File: src/hdl/uart_pkg.sv
// shared bus beats, response codes and subsystem constants
// offsets compare against the full address; no address aliasing
package uart_pkg;

	localparam int ADDR_W = 32;
	localparam int DATA_W = 32;
	localparam int STRB_W = 4;

	typedef struct packed {
		logic [ADDR_W-1:0] addr;
	} aw_beat_t;

	typedef struct packed {
		logic [DATA_W-1:0] data;
		logic [STRB_W-1:0] strb;   // only strb[0] matters for tx data
	} w_beat_t;

	typedef enum logic [1:0] {
		RESP_OKAY   = 2'd0,
		RESP_SLVERR = 2'd2
	} resp_e;

	localparam logic [ADDR_W-1:0] REG_TXDATA  = 32'h0;
	localparam logic [ADDR_W-1:0] REG_BAUDDIV = 32'h4;

	localparam int BAUD_DIV_W = 16;
	localparam logic [BAUD_DIV_W-1:0] BAUD_DIV_RST = 16'd16;
	localparam logic [BAUD_DIV_W-1:0] BAUD_DIV_MIN = 16'd4;   // smaller divisors get SLVERR

	localparam int FIFO_DEPTH = 8;
	localparam logic [3:0] LFSR_SEED = 4'b0001;

endpackage

File: src/hdl/resp_lfsr.sv
// 4-bit fibonacci lfsr, x^4+x^3+1, never reaches zero
`timescale 1ns/1ps

module resp_lfsr (
	input  logic       clk,
	input  logic       rstn,
	input  logic       step_i,
	output logic [3:0] value_o
);
	import uart_pkg::*;

	logic [3:0] lfsr_q;

	assign value_o = lfsr_q;

	// advances per accepted write, not per cycle
	always_ff @(posedge clk) begin
		if (rstn)
			lfsr_q <= LFSR_SEED;
		else if (step_i)
			lfsr_q <= {lfsr_q[2:0], lfsr_q[3] ^ lfsr_q[2]};
	end

endmodule

File: src/hdl/tx_fifo.sv
// byte fifo, push when full and pop when empty are dropped
// data_o is the head entry, valid only while not empty
`timescale 1ns/1ps

module tx_fifo (
	input  logic       clk,
	input  logic       rstn,
	input  logic       push_i,
	input  logic [7:0] data_i,
	input  logic       pop_i,
	output logic [7:0] data_o,
	output logic       full_o,
	output logic       empty_o
);
	import uart_pkg::*;

	logic [7:0]                    mem_q [FIFO_DEPTH];
	logic [$clog2(FIFO_DEPTH)-1:0] wr_ptr_q;
	logic [$clog2(FIFO_DEPTH)-1:0] rd_ptr_q;
	logic [$clog2(FIFO_DEPTH):0]   count_q;
	logic                          do_push;
	logic                          do_pop;

	assign full_o  = (int'(count_q) == FIFO_DEPTH);
	assign empty_o = (count_q == '0);
	assign do_push = push_i && !full_o;
	assign do_pop  = pop_i && !empty_o;
	assign data_o  = mem_q[rd_ptr_q];

	always_ff @(posedge clk) begin
		if (do_push)
			mem_q[wr_ptr_q] <= data_i;
	end

	always_ff @(posedge clk) begin
		if (rstn) begin
			wr_ptr_q <= '0;
			rd_ptr_q <= '0;
			count_q  <= '0;
		end else begin
			if (do_push)
				wr_ptr_q <= (int'(wr_ptr_q) == FIFO_DEPTH - 1) ? '0 : wr_ptr_q + 1'b1;
			if (do_pop)
				rd_ptr_q <= (int'(rd_ptr_q) == FIFO_DEPTH - 1) ? '0 : rd_ptr_q + 1'b1;
			case ({do_push, do_pop})
				2'b10:   count_q <= count_q + 1'b1;
				2'b01:   count_q <= count_q - 1'b1;
				default: count_q <= count_q;   // both or neither
			endcase
		end
	end

endmodule

File: src/hdl/uart_tx.sv
// 8N1 serializer; bit period latched at frame start
// divisor changes mid-frame take effect on the next frame
`timescale 1ns/1ps

module uart_tx (
	input  logic                            clk,
	input  logic                            rstn,
	input  logic                            empty_i,
	input  logic [7:0]                      data_i,
	output logic                            pop_o,
	input  logic [uart_pkg::BAUD_DIV_W-1:0] baud_div_i,
	output logic                            tx_o
);
	import uart_pkg::*;

	typedef enum logic {
		ST_IDLE,
		ST_SHIFT
	} state_e;

	state_e                state_q;
	logic [9:0]            shift_q;      // stop, data[7:0], start
	logic [3:0]            bit_cnt_q;
	logic [BAUD_DIV_W-1:0] baud_cnt_q;
	logic [BAUD_DIV_W-1:0] period_q;
	logic                  bit_end;

	assign pop_o   = (state_q == ST_IDLE) && !empty_i;
	assign bit_end = (baud_cnt_q == period_q - 1'b1);
	assign tx_o    = shift_q[0];   // all ones between frames

	always_ff @(posedge clk) begin
		if (rstn) begin
			state_q    <= ST_IDLE;
			shift_q    <= '1;
			bit_cnt_q  <= '0;
			baud_cnt_q <= '0;
			period_q   <= BAUD_DIV_RST;
		end else begin
			case (state_q)
				ST_IDLE: begin
					if (pop_o) begin
						state_q    <= ST_SHIFT;
						shift_q    <= {1'b1, data_i, 1'b0};
						period_q   <= baud_div_i;
						bit_cnt_q  <= '0;
						baud_cnt_q <= '0;
					end
				end
				ST_SHIFT: begin
					if (bit_end) begin
						baud_cnt_q <= '0;
						shift_q    <= {1'b1, shift_q[9:1]};
						bit_cnt_q  <= bit_cnt_q + 4'd1;
						if (bit_cnt_q == 4'd9)
							state_q <= ST_IDLE;   // stop bit done
					end else begin
						baud_cnt_q <= baud_cnt_q + 1'b1;
					end
				end
				default: state_q <= ST_IDLE;
			endcase
		end
	end

endmodule

File: src/hdl/uart_wr_slave.sv
// one write outstanding at a time; response comes 1..15 cycles after accept
// divisor writes take data[15:0], upper data bits are ignored
`timescale 1ns/1ps

module uart_wr_slave (
	input  logic                           clk,
	input  logic                           rstn,
	input  logic                           aw_valid_i,
	input  uart_pkg::aw_beat_t             aw_i,
	output logic                           aw_ready_o,
	input  logic                           w_valid_i,
	input  uart_pkg::w_beat_t              w_i,
	output logic                           w_ready_o,
	output logic                           b_valid_o,
	output uart_pkg::resp_e                b_resp_o,
	input  logic                           b_ready_i,
	input  logic [3:0]                     delay_i,
	output logic                           delay_step_o,
	input  logic                           fifo_full_i,
	output logic                           push_o,
	output logic [7:0]                     push_data_o,
	output logic [uart_pkg::BAUD_DIV_W-1:0] baud_div_o
);
	import uart_pkg::*;

	typedef enum logic {
		ST_IDLE,
		ST_RESP
	} state_e;

	state_e                state_q;
	logic [3:0]            delay_q;   // sampled lfsr value
	logic [3:0]            cnt_q;
	resp_e                 resp_q;
	logic [BAUD_DIV_W-1:0] baud_div_q;
	logic                  accept;
	logic                  is_tx;
	logic                  is_div;
	logic                  div_ok;
	logic                  b_hs;

	// both channels accepted together, held off while the fifo is full
	assign aw_ready_o = (state_q == ST_IDLE) && !fifo_full_i;
	assign w_ready_o  = (state_q == ST_IDLE) && !fifo_full_i;
	assign accept     = aw_valid_i && aw_ready_o && w_valid_i && w_ready_o;

	// register decode
	assign is_tx  = (aw_i.addr == REG_TXDATA);
	assign is_div = (aw_i.addr == REG_BAUDDIV);
	assign div_ok = (w_i.data[BAUD_DIV_W-1:0] >= BAUD_DIV_MIN);

	assign push_o       = accept && is_tx && w_i.strb[0];
	assign push_data_o  = w_i.data[7:0];
	assign delay_step_o = accept;   // next write sees a fresh delay

	// counter parks at D, so valid holds until the handshake
	assign b_valid_o  = (state_q == ST_RESP) && (cnt_q == delay_q);
	assign b_resp_o   = resp_q;
	assign b_hs       = b_valid_o && b_ready_i;
	assign baud_div_o = baud_div_q;

	always_ff @(posedge clk) begin
		if (accept)
			delay_q <= delay_i;
	end

	always_ff @(posedge clk) begin
		if (rstn) begin
			state_q    <= ST_IDLE;
			cnt_q      <= '0;
			resp_q     <= RESP_OKAY;
			baud_div_q <= BAUD_DIV_RST;
		end else begin
			case (state_q)
				ST_IDLE: begin
					if (accept) begin
						state_q <= ST_RESP;
						cnt_q   <= '0;
						resp_q  <= (is_tx || (is_div && div_ok)) ? RESP_OKAY : RESP_SLVERR;
						if (is_div && div_ok)
							baud_div_q <= w_i.data[BAUD_DIV_W-1:0];
					end
				end
				ST_RESP: begin
					if (b_hs)
						state_q <= ST_IDLE;   // readies come back next cycle
					else if (cnt_q != delay_q)
						cnt_q <= cnt_q + 4'd1;
				end
				default: state_q <= ST_IDLE;
			endcase
		end
	end

endmodule

File: src/hdl/uart_top.sv
// uart transmit subsystem on a simplified write bus
// write-only, no receiver, no interrupts
`timescale 1ns/1ps

module uart_top (
	input  logic               clk,
	input  logic               rstn,
	input  logic               aw_valid_i,
	input  uart_pkg::aw_beat_t aw_i,
	output logic               aw_ready_o,
	input  logic               w_valid_i,
	input  uart_pkg::w_beat_t  w_i,
	output logic               w_ready_o,
	output logic               b_valid_o,
	output uart_pkg::resp_e    b_resp_o,
	input  logic               b_ready_i,
	output logic               tx_o
);
	import uart_pkg::*;

	logic [3:0]            lfsr_q;
	logic                  step;
	logic                  full;
	logic                  push;
	logic [7:0]            push_data;
	logic [BAUD_DIV_W-1:0] baud_div;
	logic                  empty;
	logic [7:0]            rd_data;
	logic                  pop;

	uart_wr_slave slave_i (
		.clk          (clk),
		.rstn         (rstn),
		.aw_valid_i   (aw_valid_i),
		.aw_i         (aw_i),
		.aw_ready_o   (aw_ready_o),
		.w_valid_i    (w_valid_i),
		.w_i          (w_i),
		.w_ready_o    (w_ready_o),
		.b_valid_o    (b_valid_o),
		.b_resp_o     (b_resp_o),
		.b_ready_i    (b_ready_i),
		.delay_i      (lfsr_q),
		.delay_step_o (step),
		.fifo_full_i  (full),
		.push_o       (push),
		.push_data_o  (push_data),
		.baud_div_o   (baud_div)
	);

	resp_lfsr lfsr_i (
		.clk     (clk),
		.rstn    (rstn),
		.step_i  (step),
		.value_o (lfsr_q)
	);

	tx_fifo fifo_i (
		.clk     (clk),
		.rstn    (rstn),
		.push_i  (push),
		.data_i  (push_data),
		.pop_i   (pop),
		.data_o  (rd_data),
		.full_o  (full),
		.empty_o (empty)
	);

	uart_tx tx_i (
		.clk        (clk),
		.rstn       (rstn),
		.empty_i    (empty),
		.data_i     (rd_data),
		.pop_o      (pop),
		.baud_div_i (baud_div),
		.tx_o       (tx_o)
	);

endmodule

File: config.mk
export PLATFORM = sky130hd
export DESIGN_NAME = uart_top
export DESIGN_NICKNAME = d
export VERILOG_FILES = /design/src/hdl/uart_pkg.sv /design/src/hdl/resp_lfsr.sv /design/src/hdl/tx_fifo.sv /design/src/hdl/uart_tx.sv /design/src/hdl/uart_wr_slave.sv /design/src/hdl/uart_top.sv
export SDC_FILE = /design/constraint.sdc
export NUM_CORES = 1
export LEC_CHECK = 0
export BUFFER_PORTS_ARGS = -buffer_cell sky130_fd_sc_hd__buf_2
export CORE_ASPECT_RATIO = 1.75
export CORE_MARGIN = 4
export CORE_UTILIZATION = 48
export CTS_CLUSTER_DIAMETER = 100
export DETAILED_ROUTE_END_ITERATION = 6
export PLACE_DENSITY_LB_ADDON = 0.08
export SYNTH_ARGS = -nofsm -noshare
export SYNTH_HDL_FRONTEND = slang
export SYNTH_SLANG_ARGS = --single-unit
export TNS_END_PERCENT = 30
File: constraint.sdc
create_clock -name clk -period 7.2 [get_ports clk]
set_clock_uncertainty 0.1 [all_clocks]
set_input_delay 1.08 -clock clk [delete_from_list [all_inputs] [get_ports clk]]
set_output_delay 1.08 -clock clk [all_outputs]
set_load 0.02 [all_outputs]
# Yosys cells after proc, flatten, opt, wreduce, memory -nomap -nowiden
# Memory sizes are Yosys's and may differ from the RTL's. A register that Yosys moved wholly into a read port is not among the register bits.
# Index checks and enable logic that the tools add are counted.
dict set report op_classes {
  n_lt_le_gt_ge 1
  eq_ne 15
  add_sub_neg 8
  reduce_logical 23
  bitwise 3
  n_mux 28
}
# op n
set op_table {}
lappend op_table {{== test 32 x 3 -> 1 bit, second input constant} 1}
lappend op_table {{logical NOT 32 bit} 1}
lappend op_table {{2-to-1 mux 16 bit} 2}
lappend op_table {{case mux 16 bit (2 select lines)} 1}
lappend op_table {{case mux 4 bit (2 select lines)} 3}
lappend op_table {{2-to-1 mux 10 bit} 2}
lappend op_table {{2-to-1 mux 4 bit} 5}
lappend op_table {{case mux 10 bit (2 select lines)} 1}
lappend op_table {{adder 16 x 1 -> 16 bit, second input constant} 1}
lappend op_table {{== test 16 bit} 1}
lappend op_table {{>= comparator 16 x 3 -> 1 bit, second input constant} 1}
lappend op_table {{subtractor 16 x 1 -> 16 bit, second input constant} 1}
lappend op_table {{adder 4 x 1 -> 4 bit, second input constant} 3}
lappend op_table {{logical AND 1 bit} 12}
lappend op_table {{2-to-1 mux 3 bit} 4}
lappend op_table {{== test 4 bit, second input constant} 2}
lappend op_table {{!= test 2 bit, second input constant} 4}
lappend op_table {{2-to-1 mux 1 bit} 7}
lappend op_table {{adder 3 x 1 -> 3 bit, second input constant} 2}
lappend op_table {{== test 3 x 1 -> 1 bit, second input constant} 2}
lappend op_table {{AND reduction 2 bit} 3}
lappend op_table {{AND reduction 3 bit} 2}
lappend op_table {{== test 4 bit} 1}
lappend op_table {{logical NOT 4 bit} 1}
lappend op_table {{other kinds (12)} 15}
dict set report word_totals {
  reg_bits 88
  out_inout_bits 6
  memories 1
  wordCells 93
  input_bits 73
  mem_bits_rw 64
}
# memory depth word_bits read_ports rd_ports_with_merged_regs wr line_no
set mem_list {}
lappend mem_list {fifo_i.mem_q 8 8 1 1 1 tx_fifo.sv:17} ;# logic [7:0] mem_q [FIFO_DEPTH];

# Longest topological paths before layout
# Gate-level depths: netlist of the first run.
dict set report logic_depth {
  depth_word 11
  mapped_depth 14
  mapped_depth_nobuf 12
}

# Cells and area by module
# From an unflattened synthesis of the first run, not the netlist that was laid out.
dict set report hier_totals {
  hier_cells 667
  hier_area_um2 7407.1
}
# module seq_area_each_um2 instances area_per_inst_um2 cells_each
set modules_own_cells {}
lappend modules_own_cells {tx_fifo 2182.1 1 3110.5 172}
lappend modules_own_cells {uart_tx 920.9 1 2740.1 332}
lappend modules_own_cells {uart_wr_slave 560.5 1 1403.8 148}
lappend modules_own_cells {resp_lfsr 80.1 1 152.6 15}

# Worst setup path after synthesis of the first run
# OpenSTA, ideal clock, no wires.
dict set report synth_timing {
  path_kind {input-to-reg}
  from {input aw_i[1] (netlist name)}
  to {register fifo_i.count_q[2]}
  t_arrival_ns 3.284
  cell_stages 13
  setup_time_ns 0.071
  t_required_ns 7.029
  setup_slack_ns 3.746
  path_buffers 1
  cell_sequence {nor4_1 > and4_1 > and3_1 > and3_1 > clkbuf_1 > inv_1 > ha_1 > xor2_1 > ha_1 > a21oi_1 > xor2_1 > or3_1 > a21oi_1}
}
dict set report synth_via {
  elab_chain_cells 6
  word_cells_on_any_way 8
  cone_classes {2 x eq/ne; 1 x mux; 5 x reduce/logical}
}
# item line_no
set synth_lines {}
lappend synth_lines {{start: declaration} uart_top.sv:9} ;# input uart_pkg::aw_beat_t aw_i,
lappend synth_lines {{logical NOT 32 bit (*)} uart_wr_slave.sv:48} ;# assign is_tx = (aw_i.addr == REG_TXDATA);
lappend synth_lines {{logical AND 1 bit (*) (2 in a row)} uart_wr_slave.sv:52} ;# assign push_o = accept && is_tx && w_i.strb[0];
lappend synth_lines {{logical AND 1 bit (*)} tx_fifo.sv:26} ;# assign do_push = push_i && !full_o;
lappend synth_lines {{== test 2 x 1 -> 1 bit or == test 2 bit (tied branches)} tx_fifo.sv:45} ;# case ({do_push, do_pop})
lappend synth_lines {{case mux 4 bit (2 select lines) or nonzero test 2 bit (tied branches)} --}
lappend synth_lines {{end signal: assignment} tx_fifo.sv:46} ;# 2'b10: count_q <= count_q + 1'b1;
lappend synth_lines {{end signal: assignment} tx_fifo.sv:47} ;# 2'b01: count_q <= count_q - 1'b1;
lappend synth_lines {{end signal: assignment} tx_fifo.sv:48} ;# default: count_q <= count_q;
lappend synth_lines {{end: declaration} tx_fifo.sv:20} ;# logic [$clog2(FIFO_DEPTH):0] count_q;
# Every way passes the cells marked *; elsewhere a longest branch is shown, timed or not.
# A chain may end at the register's enable or synchronous reset.

# Worst setup path in the final report of the first run
dict set report layout_timing {
  from {input w_valid_i}
  to {register fifo_i.count_q[2]}
}
dict set report layout_via {
  elab_chain_cells 7
  word_cells_on_any_way 9
  cone_classes {2 x eq/ne; 1 x mux; 6 x reduce/logical}
}
# item line_no
set layout_lines {}
lappend layout_lines {{start: declaration} uart_top.sv:11} ;# input logic w_valid_i,
lappend layout_lines {{logical AND 1 bit (*) (2 in a row)} uart_wr_slave.sv:45} ;# assign accept = aw_valid_i && aw_ready_o && w_valid_i && w_ready_o;
lappend layout_lines {{logical AND 1 bit (*) (2 in a row)} uart_wr_slave.sv:52}
lappend layout_lines {{logical AND 1 bit (*)} tx_fifo.sv:26}
lappend layout_lines {{== test 2 x 1 -> 1 bit or == test 2 bit (tied branches)} tx_fifo.sv:45}
lappend layout_lines {{case mux 4 bit (2 select lines) or nonzero test 2 bit (tied branches)} --}
# Marked as above.

==> flow_summary.json, run 1 <==
{
  "yosysWarnings": 0,
  "combPwrFrac": 0.025,
  "ys_ff_latch": 153,
  "grt_first_pass_wirelength_um": 22500,
  "hold_path.class": "flop to flop",
  "synth-edff-count": 68,
  "ctsHoldBuffers": 0,
  "leakage_nw": 2.78,
  "status": "completed",
  "io_pins": 79,
  "track_usage": 0.179,
  "critical_path_class": "input port to flop",
  "final_common_cell": "dfxtp_1",
  "fin_cells": 841,
  "grt.overflow.total": 0,
  "min_path_cells": 0,
  "cts_tree": "done",
  "synth_cells": 601,
  "drive_gt1_frac": 0.181,
  "antenna_found_initial": 0,
  "dieArea_um2": 16000,
  "final_cell_mix": "dfxtp_1 (85), nor2_1 (82), edfxtp_1 (68), nand2_1 (63), buf_2 (58)",
  "port_buffers": 58,
  "synth_top_area_cell": "edfxtp_1",
  "vias": 4485,
  "powerDensity_nw_per_um2": 234,
  "wirelength_um": 13500,
  "hold_viol": 0,
  "syn_avg_cell_area_um2": 11.2,
  "required_ps": 7450,
  "synth_fp_nets": 686,
  "ant_nets": 0,
  "worstRegToRegCells": 12,
  "drv_slew": 0,
  "drcViolationCount": 0,
  "dpl_cell_area_um2": 7130,
  "wl_per_cell_um": 16.1,
  "p_sw_uw": 395,
  "crit_path_max_incr_delay_ps": 830,
  "cts_made_buffers": 17,
  "synthArstFlopShare": 0,
  "n_antenna_cell": 0,
  "finalNetCount": 736,
  "dp_cells": 809,
  "cp_max_fo": 14,
  "grt_pass1_vias": 4608,
  "period_needed_ps": 3850,
  "finalSetupViolCount": 0,
  "max-slew-margin-rel": 0.324,
  "holdPathEnd": "slave_i.delay_q[0]$_DFFE_PN_",
  "grt_max_degree": 73,
  "ys_seq_area_frac": 0.557,
  "htree_levels": 4,
  "finalCritPeriodShare": 0.535,
  "cap_violations": 0,
  "worstPathArrival_ps": 4100,
  "cts_resized": 0,
  "startpoint_type": "input port",
  "die_h_um": 165,
  "synth_top_area_frac": 0.304,
  "pre_cts_slack_ps": 2890,
  "swShare": 0.220,
  "core_um2": 13800,
  "clk_path_buf_depth": 2,
  "fin_area_um2": 7690,
  "synthFlopType": "dfxtp_1",
  "vias_per_cell": 5.33,
  "syn_area_um2": 6720,
  "clk_latency_ps": 420,
  "rows": 57,
  "hpwl_um": 9930,
  "utilization": 0.556,
  "fmax_ghz": 0.260,
  "timing.rr.start": "fifo_i.count_q[1]$_SDFFE_PP0P_",
  "crit_family": "compound AO/OA/AOI/OAI gates",
  "drt_iter0_drc": 139,
  "pwr-share-clk": 0.467,
  "cts-root-buf": "clkbuf_16",
  "drt_pass1_iterations": 4,
  "rsz0062_at_grt": "false",
  "intPower_mw": 1.40,
  "die_w_um": 97.5,
  "syn_to_final_growth_pct": 14.4,
  "critical_path_buf_inv_count": 2,
  "path_cells": "buf_2, nand2_1, a211oi_2, and3_1, and3_1, inv_1, ha_1, xor2_1, ha_1, a21oi_1, xor2_1, or3_1, a21oi_1",
  "p_total_mw": 1.80,
  "initial_core_util": 0.486,
  "synthDistinctLibCells": 56,
  "r2r_setup_slack_ps": 3490,
  "clkSinkCount": 153,
  "pwr-share-seq": 0.508,
  "cts_setup_buffers": 0,
  "r2r_end": "fifo_i.count_q[2]$_SDFFE_PP0P_",
  "worst_slack_ps": 3350,
  "ir_drop_mv": 0.172,
  "worstHoldStart": "lfsr_i.value_o[0]$_SDFFE_PP1N_",
  "clkTransAtPathRegs_ps": 70,
  "slowest_stage": "a211oi_2",
  "endpoint_kind": "flop",
  "routabilityCongestion": 0.812,
  "tns_ps": 0,
  "synth_area_leaders": "edfxtp_1 (30%), dfxtp_1 (25%), mux4_2 (5.4%)",
  "hold_ws_ps": 354,
  "tightest_slew_ps": 1010
}
==> registers in the layout, indices dropped and copies added, names as in the netlist, 3 cells and up, named ones only <==
register	count
fifo_i.rd_ptr_q	3
fifo_i.count_q	4
tx_i.baud_cnt_q	16
tx_i.shift_q	9
fifo_i.mem_q	64
fifo_i.wr_ptr_q	3
slave_i.cnt_q	4
slave_i.baud_div_o	16
tx_i.bit_cnt_q	4
tx_i.period_q	16
lfsr_i.value_o	4
slave_i.delay_q	4
==> final cells by class <==
| type | count | area (um^2) |
|---|---|---|
| clock inverters | 14 | 125 |
| flip-flops and latches | 153 | 3740 |
| fillers | 1214 | 6150 |
| well taps | 177 | 221 |
| multi-input cells | 407 | 2810 |
| inverters | 9 | 33.8 |
| repair buffers | 63 | 328 |
| clock buffers | 18 | 429 |
==> worst max path at each step <==
stage          startpoint                              to  depth (start not counted)
5_1_grt         w_valid_i  fifo_i.count_q[2]$_SDFFE_PP0P_                         13
3_3_place_gp    w_valid_i  fifo_i.count_q[2]$_SDFFE_PP0P_                         13
4_1_cts         w_valid_i  fifo_i.count_q[2]$_SDFFE_PP0P_                         13
2_1_floorplan     aw_i[1]  fifo_i.count_q[2]$_SDFFE_PP0P_                         13
3_5_place_dp    w_valid_i  fifo_i.count_q[2]$_SDFFE_PP0P_                         13
6_report        w_valid_i  fifo_i.count_q[2]$_SDFFE_PP0P_                         13
==> cells in the mapped netlist (12+ instances only) <==
| cell type | count |
|---|---|
| edfxtp_1 | 68 |
| mux4_2 | 16 |
| mux2i_1 | 35 |
| a21oi_1 | 34 |
| xnor2_1 | 20 |
| nor4_1 | 15 |
| ha_1 | 12 |
| nand2_1 | 63 |
| xor2_1 | 25 |
| nor2_1 | 82 |
| dfxtp_1 | 85 |
| clkbuf_1 | 23 |
==> cells by family after synthesis <==
logic type | share of synthesized area
AND/OR/NAND/NOR | 0.168
flip-flops | 0.557
AO/OA/AOI/OAI | 0.0581
multiplexers | 0.109
XOR/XNOR | 0.0586
buffers and inverters | 0.0261
adder cells (fa/ha/maj) | 0.0223
other | 0.000558
==> layer usage <==
metal	track usage	part of all wire
met1	0.187	0.38
met5	0	0
met2	0.344	0.58
met3	0.0427	0.022
met4	0.0668	0.016
==> worst register-to-register path, delay by kind of cell, from the launching register on <==
kind	cells	cell delay, ps
AOI/OAI and AO/OA	3	1150
and+or+nand+nor	4	1040
DFF	1	480
adders and majority gates	2	470
xor gates and xnor gates	2	260
buffers and inverters	1	140
==> power by group through the flow <==
stage               Combinational [mW]  Sequential, mW  Clock, mW
floorplan                       0.0205           0.931          0
global placement                0.0442           0.931          0
detailed placement              0.0456           0.931          0
CTS                             0.0456           0.912      0.857
global route                    0.0504           0.912      0.896
finish                          0.0448           0.912      0.840
(Power assumes the default switching activity.)
==> inputs of run 2 (changes only) <==
==> constraint.sdc (replaced) <==
create_clock -name clk -period 3.2 [get_ports clk]
set_clock_uncertainty 0.1 [all_clocks]
set_input_delay 0.48 -clock clk [delete_from_list [all_inputs] [get_ports clk]]
set_output_delay 0.48 -clock clk [all_outputs]
set_load 0.02 [all_outputs]
==> run 2 against run 1 <==
Sequential share of layout area down 1.3 points. Critical path type is now flop to flop. Critical path depth down 3. Total power up 130%. Global-route usage down 0.43 points. Routed wire length up 0.24%. Register-to-register slack worse by 3300 ps. Via count up 1.9%. Core utilization up 1.5 points. Flip-flop and latch count unchanged. First-iteration DRC count up 22%. Design area up 2.7%. Worst hold slack worse by 210 ps.
==> flow_summary.json, run 2 (synthesis results as in run 1) <==
{
  "grt_first_pass_wirelength_um": 22400,
  "cts_made_buffers": 17,
  "dieArea_um2": 16000,
  "multi_input_area_um2": 2810,
  "ant_nets": 0,
  "worstPathArrival_ps": 3250,
  "tns_ps": 0,
  "rows": 57,
  "cts_resized": 0,
  "drcViolationCount": 0,
  "dpl_cell_area_um2": 7300,
  "max-slew-margin-rel": 0.327,
  "drv_slew": 0,
  "antenna_found_initial": 0,
  "die_h_um": 165,
  "clkSinkCount": 153,
  "cts_setup_buffers": 0,
  "startpoint_type": "flop",
  "cp_max_fo": 7,
  "finalSetupViolCount": 0,
  "final_common_cell": "dfxtp_1",
  "cap_violations": 0,
  "seq_area_um2": 3740,
  "leakage_nw": 2.92,
  "powerDensity_nw_per_um2": 529,
  "largest_reg_flops": 64,
  "hpwl_um": 10100,
  "clk_path_buf_depth": 2,
  "required_ps": 3400,
  "critical_path_class": "flop to flop",
  "rsz0062_at_grt": "false",
  "wl_per_cell_um": 15.8,
  "period_needed_ps": 3050,
  "cts_tree": "done",
  "cts-root-buf": "clkbuf_16",
  "finalNetCount": 756,
  "fillers": 1193,
  "vias_per_cell": 5.31,
  "initial_core_util": 0.486,
  "use_met3": 0.0296,
  "fin_area_um2": 7890,
  "drt_pass1_iterations": 4,
  "drt_iter0_drc": 169,
  "grt_max_degree": 41,
  "port_buffers": 58,
  "clkTransAtPathRegs_ps": 70,
  "final_cell_mix": "dfxtp_1 (85), nor2_1 (82), edfxtp_1 (68), nand2_1 (63), buf_2 (58)",
  "grt_pass1_vias": 4595,
  "dp_cells": 829,
  "ctsHoldBuffers": 0,
  "hold_path.class": "input port to flop",
  "io_pins": 79,
  "fin_cells": 861,
  "ir_drop_mv": 0.348,
  "vias": 4568,
  "use_met2": 0.328,
  "status": "completed",
  "routabilityCongestion": 0.865,
  "syn_to_final_growth_pct": 17.4,
  "tightest_slew_ps": 1010,
  "worst_slack_ps": 155,
  "hold_viol": 0,
  "drive_gt1_frac": 0.211,
  "track_usage": 0.175,
  "grt.overflow.total": 0,
  "top_usage_layer": "met2",
  "finalCritPeriodShare": 0.952,
  "endpoint_kind": "flop",
  "grt_use_met1": 0.192,
  "n_antenna_cell": 0,
  "fmax_ghz": 0.328,
  "wirelength_um": 13600,
  "die_w_um": 97.5,
  "htree_levels": 4,
  "clk_latency_ps": 410,
  "pre_cts_slack_ps": 174,
  "core_um2": 13800,
  "largest-register": "fifo_i.mem_q"
}
run 2: changes by cell type in the layout (fill, tap and decap cells not counted), sizes merged:
cell	before	now
buf	63	83
clkinv	9	3
clkinvlp	3	0
inv	10	19
run 2: path summary, 6_finish.rpt:
check                                 start                            to  slack [ps]  depth (start not counted)
max           tx_i.period_q[0]$_SDFFE_PP0P_       tx_i.state_q$_SDFF_PP0_         150                         10
min                               b_ready_i    slave_i.state_q$_SDFF_PP0_         140                          2
max reg2reg   tx_i.period_q[0]$_SDFFE_PP0P_       tx_i.state_q$_SDFF_PP0_         150                         10
min reg2reg  lfsr_i.value_o[0]$_SDFFE_PP1N_  slave_i.delay_q[0]$_DFFE_PN_         350                          0
run 2: final cells by class:
cell class | count | share of cell area
clock buffers | 18 | 0.0571
flip-flops and latches | 153 | 0.474
repair buffers | 83 | 0.0621
well taps | 177 | 0.0281
clock inverters | 14 | 0.0184
multi-input cells | 407 | 0.356
inverters | 9 | 0.00428
run 2: per-stage QoR:
stage / power [mW] / util / hold slack, ps
CTS: 4.21 / 0.570 / 138
floorplan: 2.14 / - / 325
detailed placement: 2.20 / 0.527 / 341
global placement: 2.20 / 0.527 / 345
finish: 4.17 / 0.570 / 145
global route: 4.31 / 0.570 / 151
run 2: layer usage:
| metal | wire, um | vias to the layer above |
|---|---|---|
| li1 | - | 2295 |
| met1 | 5300 | 2192 |
| met2 | 7630 | 52 |
| met3 | 242 | 29 |
| met4 | 396 | 0 |
| met5 | 0 | - |
run 2: worst max-delay path, stage by stage, from the launching register on:
cell      delay (ps)
dfxtp_1          350
inv_1             70
ha_1             200
nand2b_1         140
nor4b_1          310
a31oi_1          110
or4_4            560
nor4_4           570
buf_4            230
nand4b_1         110
and3_1           210
run 2: where the power goes:
| group | switching, mW | internal (mW) | total [mW] | leakage, nW |
|---|---|---|---|---|
| combinational | 0.0639 | 0.0428 | 0.107 | 1.33 |
| sequential | 0.00654 | 2.04 | 2.05 | 1.30 |
| clock | 0.863 | 1.15 | 2.01 | 0.298 |
==> inputs of run 3 (changes only) <==
--- a/config.mk
+++ b/config.mk
@@ -7,12 +7,12 @@
 export LEC_CHECK = 0
 export BUFFER_PORTS_ARGS = -buffer_cell sky130_fd_sc_hd__buf_2
 export CORE_ASPECT_RATIO = 1.75
-export CORE_MARGIN = 4
 export CORE_UTILIZATION = 48
 export CTS_CLUSTER_DIAMETER = 100
 export DETAILED_ROUTE_END_ITERATION = 6
 export PLACE_DENSITY_LB_ADDON = 0.08
 export SYNTH_ARGS = -nofsm -noshare
 export SYNTH_HDL_FRONTEND = slang
+export SYNTH_HIERARCHICAL = 1
 export SYNTH_SLANG_ARGS = --single-unit
 export TNS_END_PERCENT = 30
==> run 3 against run 2 <==
Register-to-register slack improved by 90 ps. Via count grew 12%. Design area rose by 8.1%. Setup slack better by 93 ps. Largest power group is now the clock network. Routed wire length increased by 14%. Sequential power about the same.
==> flow_summary.json, run 3 <==
{
  "r2r_end": "fifo_i/count_q[2]$_SDFFE_PP0P_",
  "core_um2": 15000,
  "dieArea_um2": 16000,
  "rows": 59,
  "syn_area_um2": 7410,
  "dr_wl_met3_um": 280,
  "ys_ff_latch": 153,
  "status": "completed",
  "timing.rr.start": "fifo_i/count_q[2]$_SDFFE_PP0P_",
  "max-slew-margin-rel": 0.427,
  "critical_path_buf_inv_count": 0,
  "ys_seq_area_frac": 0.505,
  "hold_viol": 0,
  "top_layer": "met4",
  "rsz0062_at_grt": "false",
  "drv_slew": 0,
  "min_path_cells": 2,
  "tightest_slew_ps": 860,
  "utilization": 0.569,
  "syn_avg_cell_area_um2": 11.1,
  "startpoint_type": "flop",
  "leakage_nw": 3.02,
  "synth_cells": 667,
  "drt_iter0_drc": 206,
  "routabilityCongestion": 0.834,
  "drt_pass1_iterations": 4,
  "largest-register": "fifo_i/mem_q",
  "final_common_cell": "dfxtp_1",
  "cts_setup_buffers": 0,
  "ir_drop_mv": 0.469,
  "synth-edff-count": 68,
  "crit_family": "simple AND/OR/NAND/NOR gates",
  "cts_made_buffers": 17,
  "clkSinkCount": 153,
  "critical_path_class": "flop to flop",
  "crit_path_max_incr_delay_ps": 360,
  "synth.top_cells.by_count": "dfxtp_1 (85), edfxtp_1 (68), nand2_1 (58), nand2b_1 (44), a21oi_1 (41)",
  "grt_max_degree": 97,
  "synth_top_area_frac": 0.276,
  "ant_nets": 0,
  "clkTransAtPathRegs_ps": 60,
  "wirelength_um": 15400,
  "fin_area_um2": 8530,
  "swShare": 0.223,
  "intPower_mw": 3.38,
  "dp_cells": 895,
  "grt.overflow.total": 0,
  "n_antenna_cell": 0,
  "finalCritPeriodShare": 0.923,
  "die_h_um": 166,
  "final_cell_mix": "dfxtp_1 (83), edfxtp_1 (68), nand2_1 (58), buf_2 (58), nand2b_1 (44)",
  "cts-root-buf": "clkbuf_16",
  "fmax_ghz": 0.339,
  "period_needed_ps": 2950,
  "initial_core_util": 0.494,
  "combPwrFrac": 0.030,
  "met2_wirelength_um": 8560,
  "syn_to_final_growth_pct": 15.2,
  "fin_cells": 927,
  "clk_latency_ps": 420,
  "grt_first_pass_wirelength_um": 24800,
  "cp_max_fo": 8,
  "drive_gt1_frac": 0.222,
  "worstPathArrival_ps": 3180,
  "synth_top_area_cell": "edfxtp_1",
  "synthArstFlopShare": 0,
  "clk_path_buf_depth": 2,
  "drt-met1-wl_um": 6070,
  "worstRegToRegCells": 12,
  "grt_pass1_vias": 5174,
  "synth_area_leaders": "edfxtp_1 (28%), dfxtp_1 (23%), mux4_2 (4.9%)",
  "path_cells": "nor3_1, and2_1, and4bb_1, and4b_1, a21bo_1, ha_1, xor2_1, ha_1, a21oi_1, xor2_1, or3_1, a21oi_1",
  "synthDistinctLibCells": 72,
  "port_buffers": 58,
  "endpoint_kind": "flop",
  "pwr-share-clk": 0.498,
  "finalNetCount": 816,
  "io_pins": 79,
  "synthFlopType": "dfxtp_1",
  "yosysWarnings": 6,
  "drcViolationCount": 0,
  "synth_fp_nets": 752,
  "dpl_cell_area_um2": 7880,
  "finalSetupViolCount": 0,
  "hpwl_um": 11300,
  "track_usage": 0.205,
  "hold_path.class": "input port to flop",
  "vias": 5104,
  "r2r_setup_slack_ps": 250,
  "htree_levels": 4,
  "largest_reg_flops": 64,
  "antenna_found_initial": 0,
  "p_sw_uw": 970,
  "tns_ps": 0,
  "die_w_um": 95.9,
  "yosysMostFrequentCell": "dfxtp_1",
  "powerDensity_nw_per_um2": 510,
  "pwr-share-seq": 0.472,
  "slowest_stage": "dfxtp_2",
  "cts_tree": "done",
  "worstHoldStart": "b_ready_i",
  "vias_per_cell": 5.51,
  "cap_violations": 0,
  "wl_per_cell_um": 16.7,
  "required_ps": 3430,
  "holdPathEnd": "slave_i/state_q$_SDFF_PP0_"
}
## run 3: cell types whose count changed in the layout (fill, tap and decap cells not counted), moves of 6 or more
cell | previous run | this run
xor2_1 | 25 | 8
mux2_2 | 2 | 8
nor2_1 | 82 | 38
a211oi_1 | 3 | 11
nand2b_1 | 5 | 44
nor2b_1 | 3 | 11
buf_4 | 24 | 31
and2_1 | 1 | 7
a21oi_1 | 34 | 41
a31oi_1 | 3 | 10
nand3_1 | 8 | 16
## run 3: routing by layer
layer | global-route usage | vias to the layer above
met5 | 0 | -
met4 | 0.0954 | 0
met3 | 0.0339 | 30
met2 | 0.380 | 70
met1 | 0.219 | 2456
li1 | - | 2548
## run 3: worst max-delay path by stage
| stage | start | to | slack, ps | cells past startpoint |
|---|---|---|---|---|
| global route | fifo_i/count_q[2]$_SDFFE_PP0P_ | fifo_i/count_q[2]$_SDFFE_PP0P_ | 9 | 12 |
| finish | fifo_i/count_q[2]$_SDFFE_PP0P_ | fifo_i/count_q[2]$_SDFFE_PP0P_ | 250 | 12 |
| detailed placement | aw_i[13] | fifo_i/count_q[2]$_SDFFE_PP0P_ | 20 | 13 |
| CTS | fifo_i/count_q[0]$_SDFFE_PP0P_ | fifo_i/count_q[2]$_SDFFE_PP0P_ | 140 | 12 |
| floorplan | fifo_i/count_q[1]$_SDFFE_PP0P_ | fifo_i/count_q[2]$_SDFFE_PP0P_ | 190 | 15 |
| global placement | aw_i[13] | fifo_i/count_q[2]$_SDFFE_PP0P_ | 110 | 13 |
## run 3: layout make-up
cell class | instances | area, um^2
inverters | 14 | 52.6
flip-flops and latches | 153 | 3750
fillers | 1333 | 6460
clock buffers | 19 | 475
well taps | 183 | 229
multi-input cells | 456 | 3330
clock inverters | 13 | 170
repair buffers | 89 | 523
## run 3: stage by stage
| step | setup WS, ps | power [mW] | hold slack (ps) |
|---|---|---|---|
| 3_5_place_dp | 23.0 | 2.23 | 345 |
| 2_1_floorplan | 188 | 2.17 | 329 |
| 3_3_place_gp | 109 | 2.22 | 340 |
| 5_1_grt | 8.69 | 4.48 | 152 |
| 4_1_cts | 141 | 4.39 | 143 |
| 6_report | 247 | 4.35 | 169 |
## run 3: power groups by stage
stage               combinational [mW]  clock, mW  sequential [mW]
floorplan                       0.0779          0             2.09
global placement                 0.127          0             2.10
detailed placement               0.132          0             2.10
CTS                              0.132       2.21             2.05
global route                     0.144       2.28             2.05
finish                           0.131       2.17             2.05
## run 3: logic make-up (layout without fill, tap and decap cells)
group,Yosys count,in the layout,synth area share
flops,153,153,0.505
xor+xnor,27,27,0.0319
compound gates,98,98,0.0883
buf+inv,58,135,0.0446
mux,58,58,0.108
fa+ha+maj,12,12,0.0203
other cells,1,1,0.000506
simple gates,260,260,0.201
## run 3: what timing repair did
action	CTS	global route
gates resized for setup	0	2
endpoints found under the setup margin	0	1
hold buffers	0	0
## run 3: worst reg2reg max path, stage by stage (launching register included)
cell	delay, ps
dfxtp_2	360
nor3_1	250
and2_1	220
and4bb_1	240
and4b_1	200
a21bo_1	230
ha_1	280
xor2_1	180
ha_1	170
a21oi_1	50
xor2_1	140
or3_1	310
a21oi_1	150
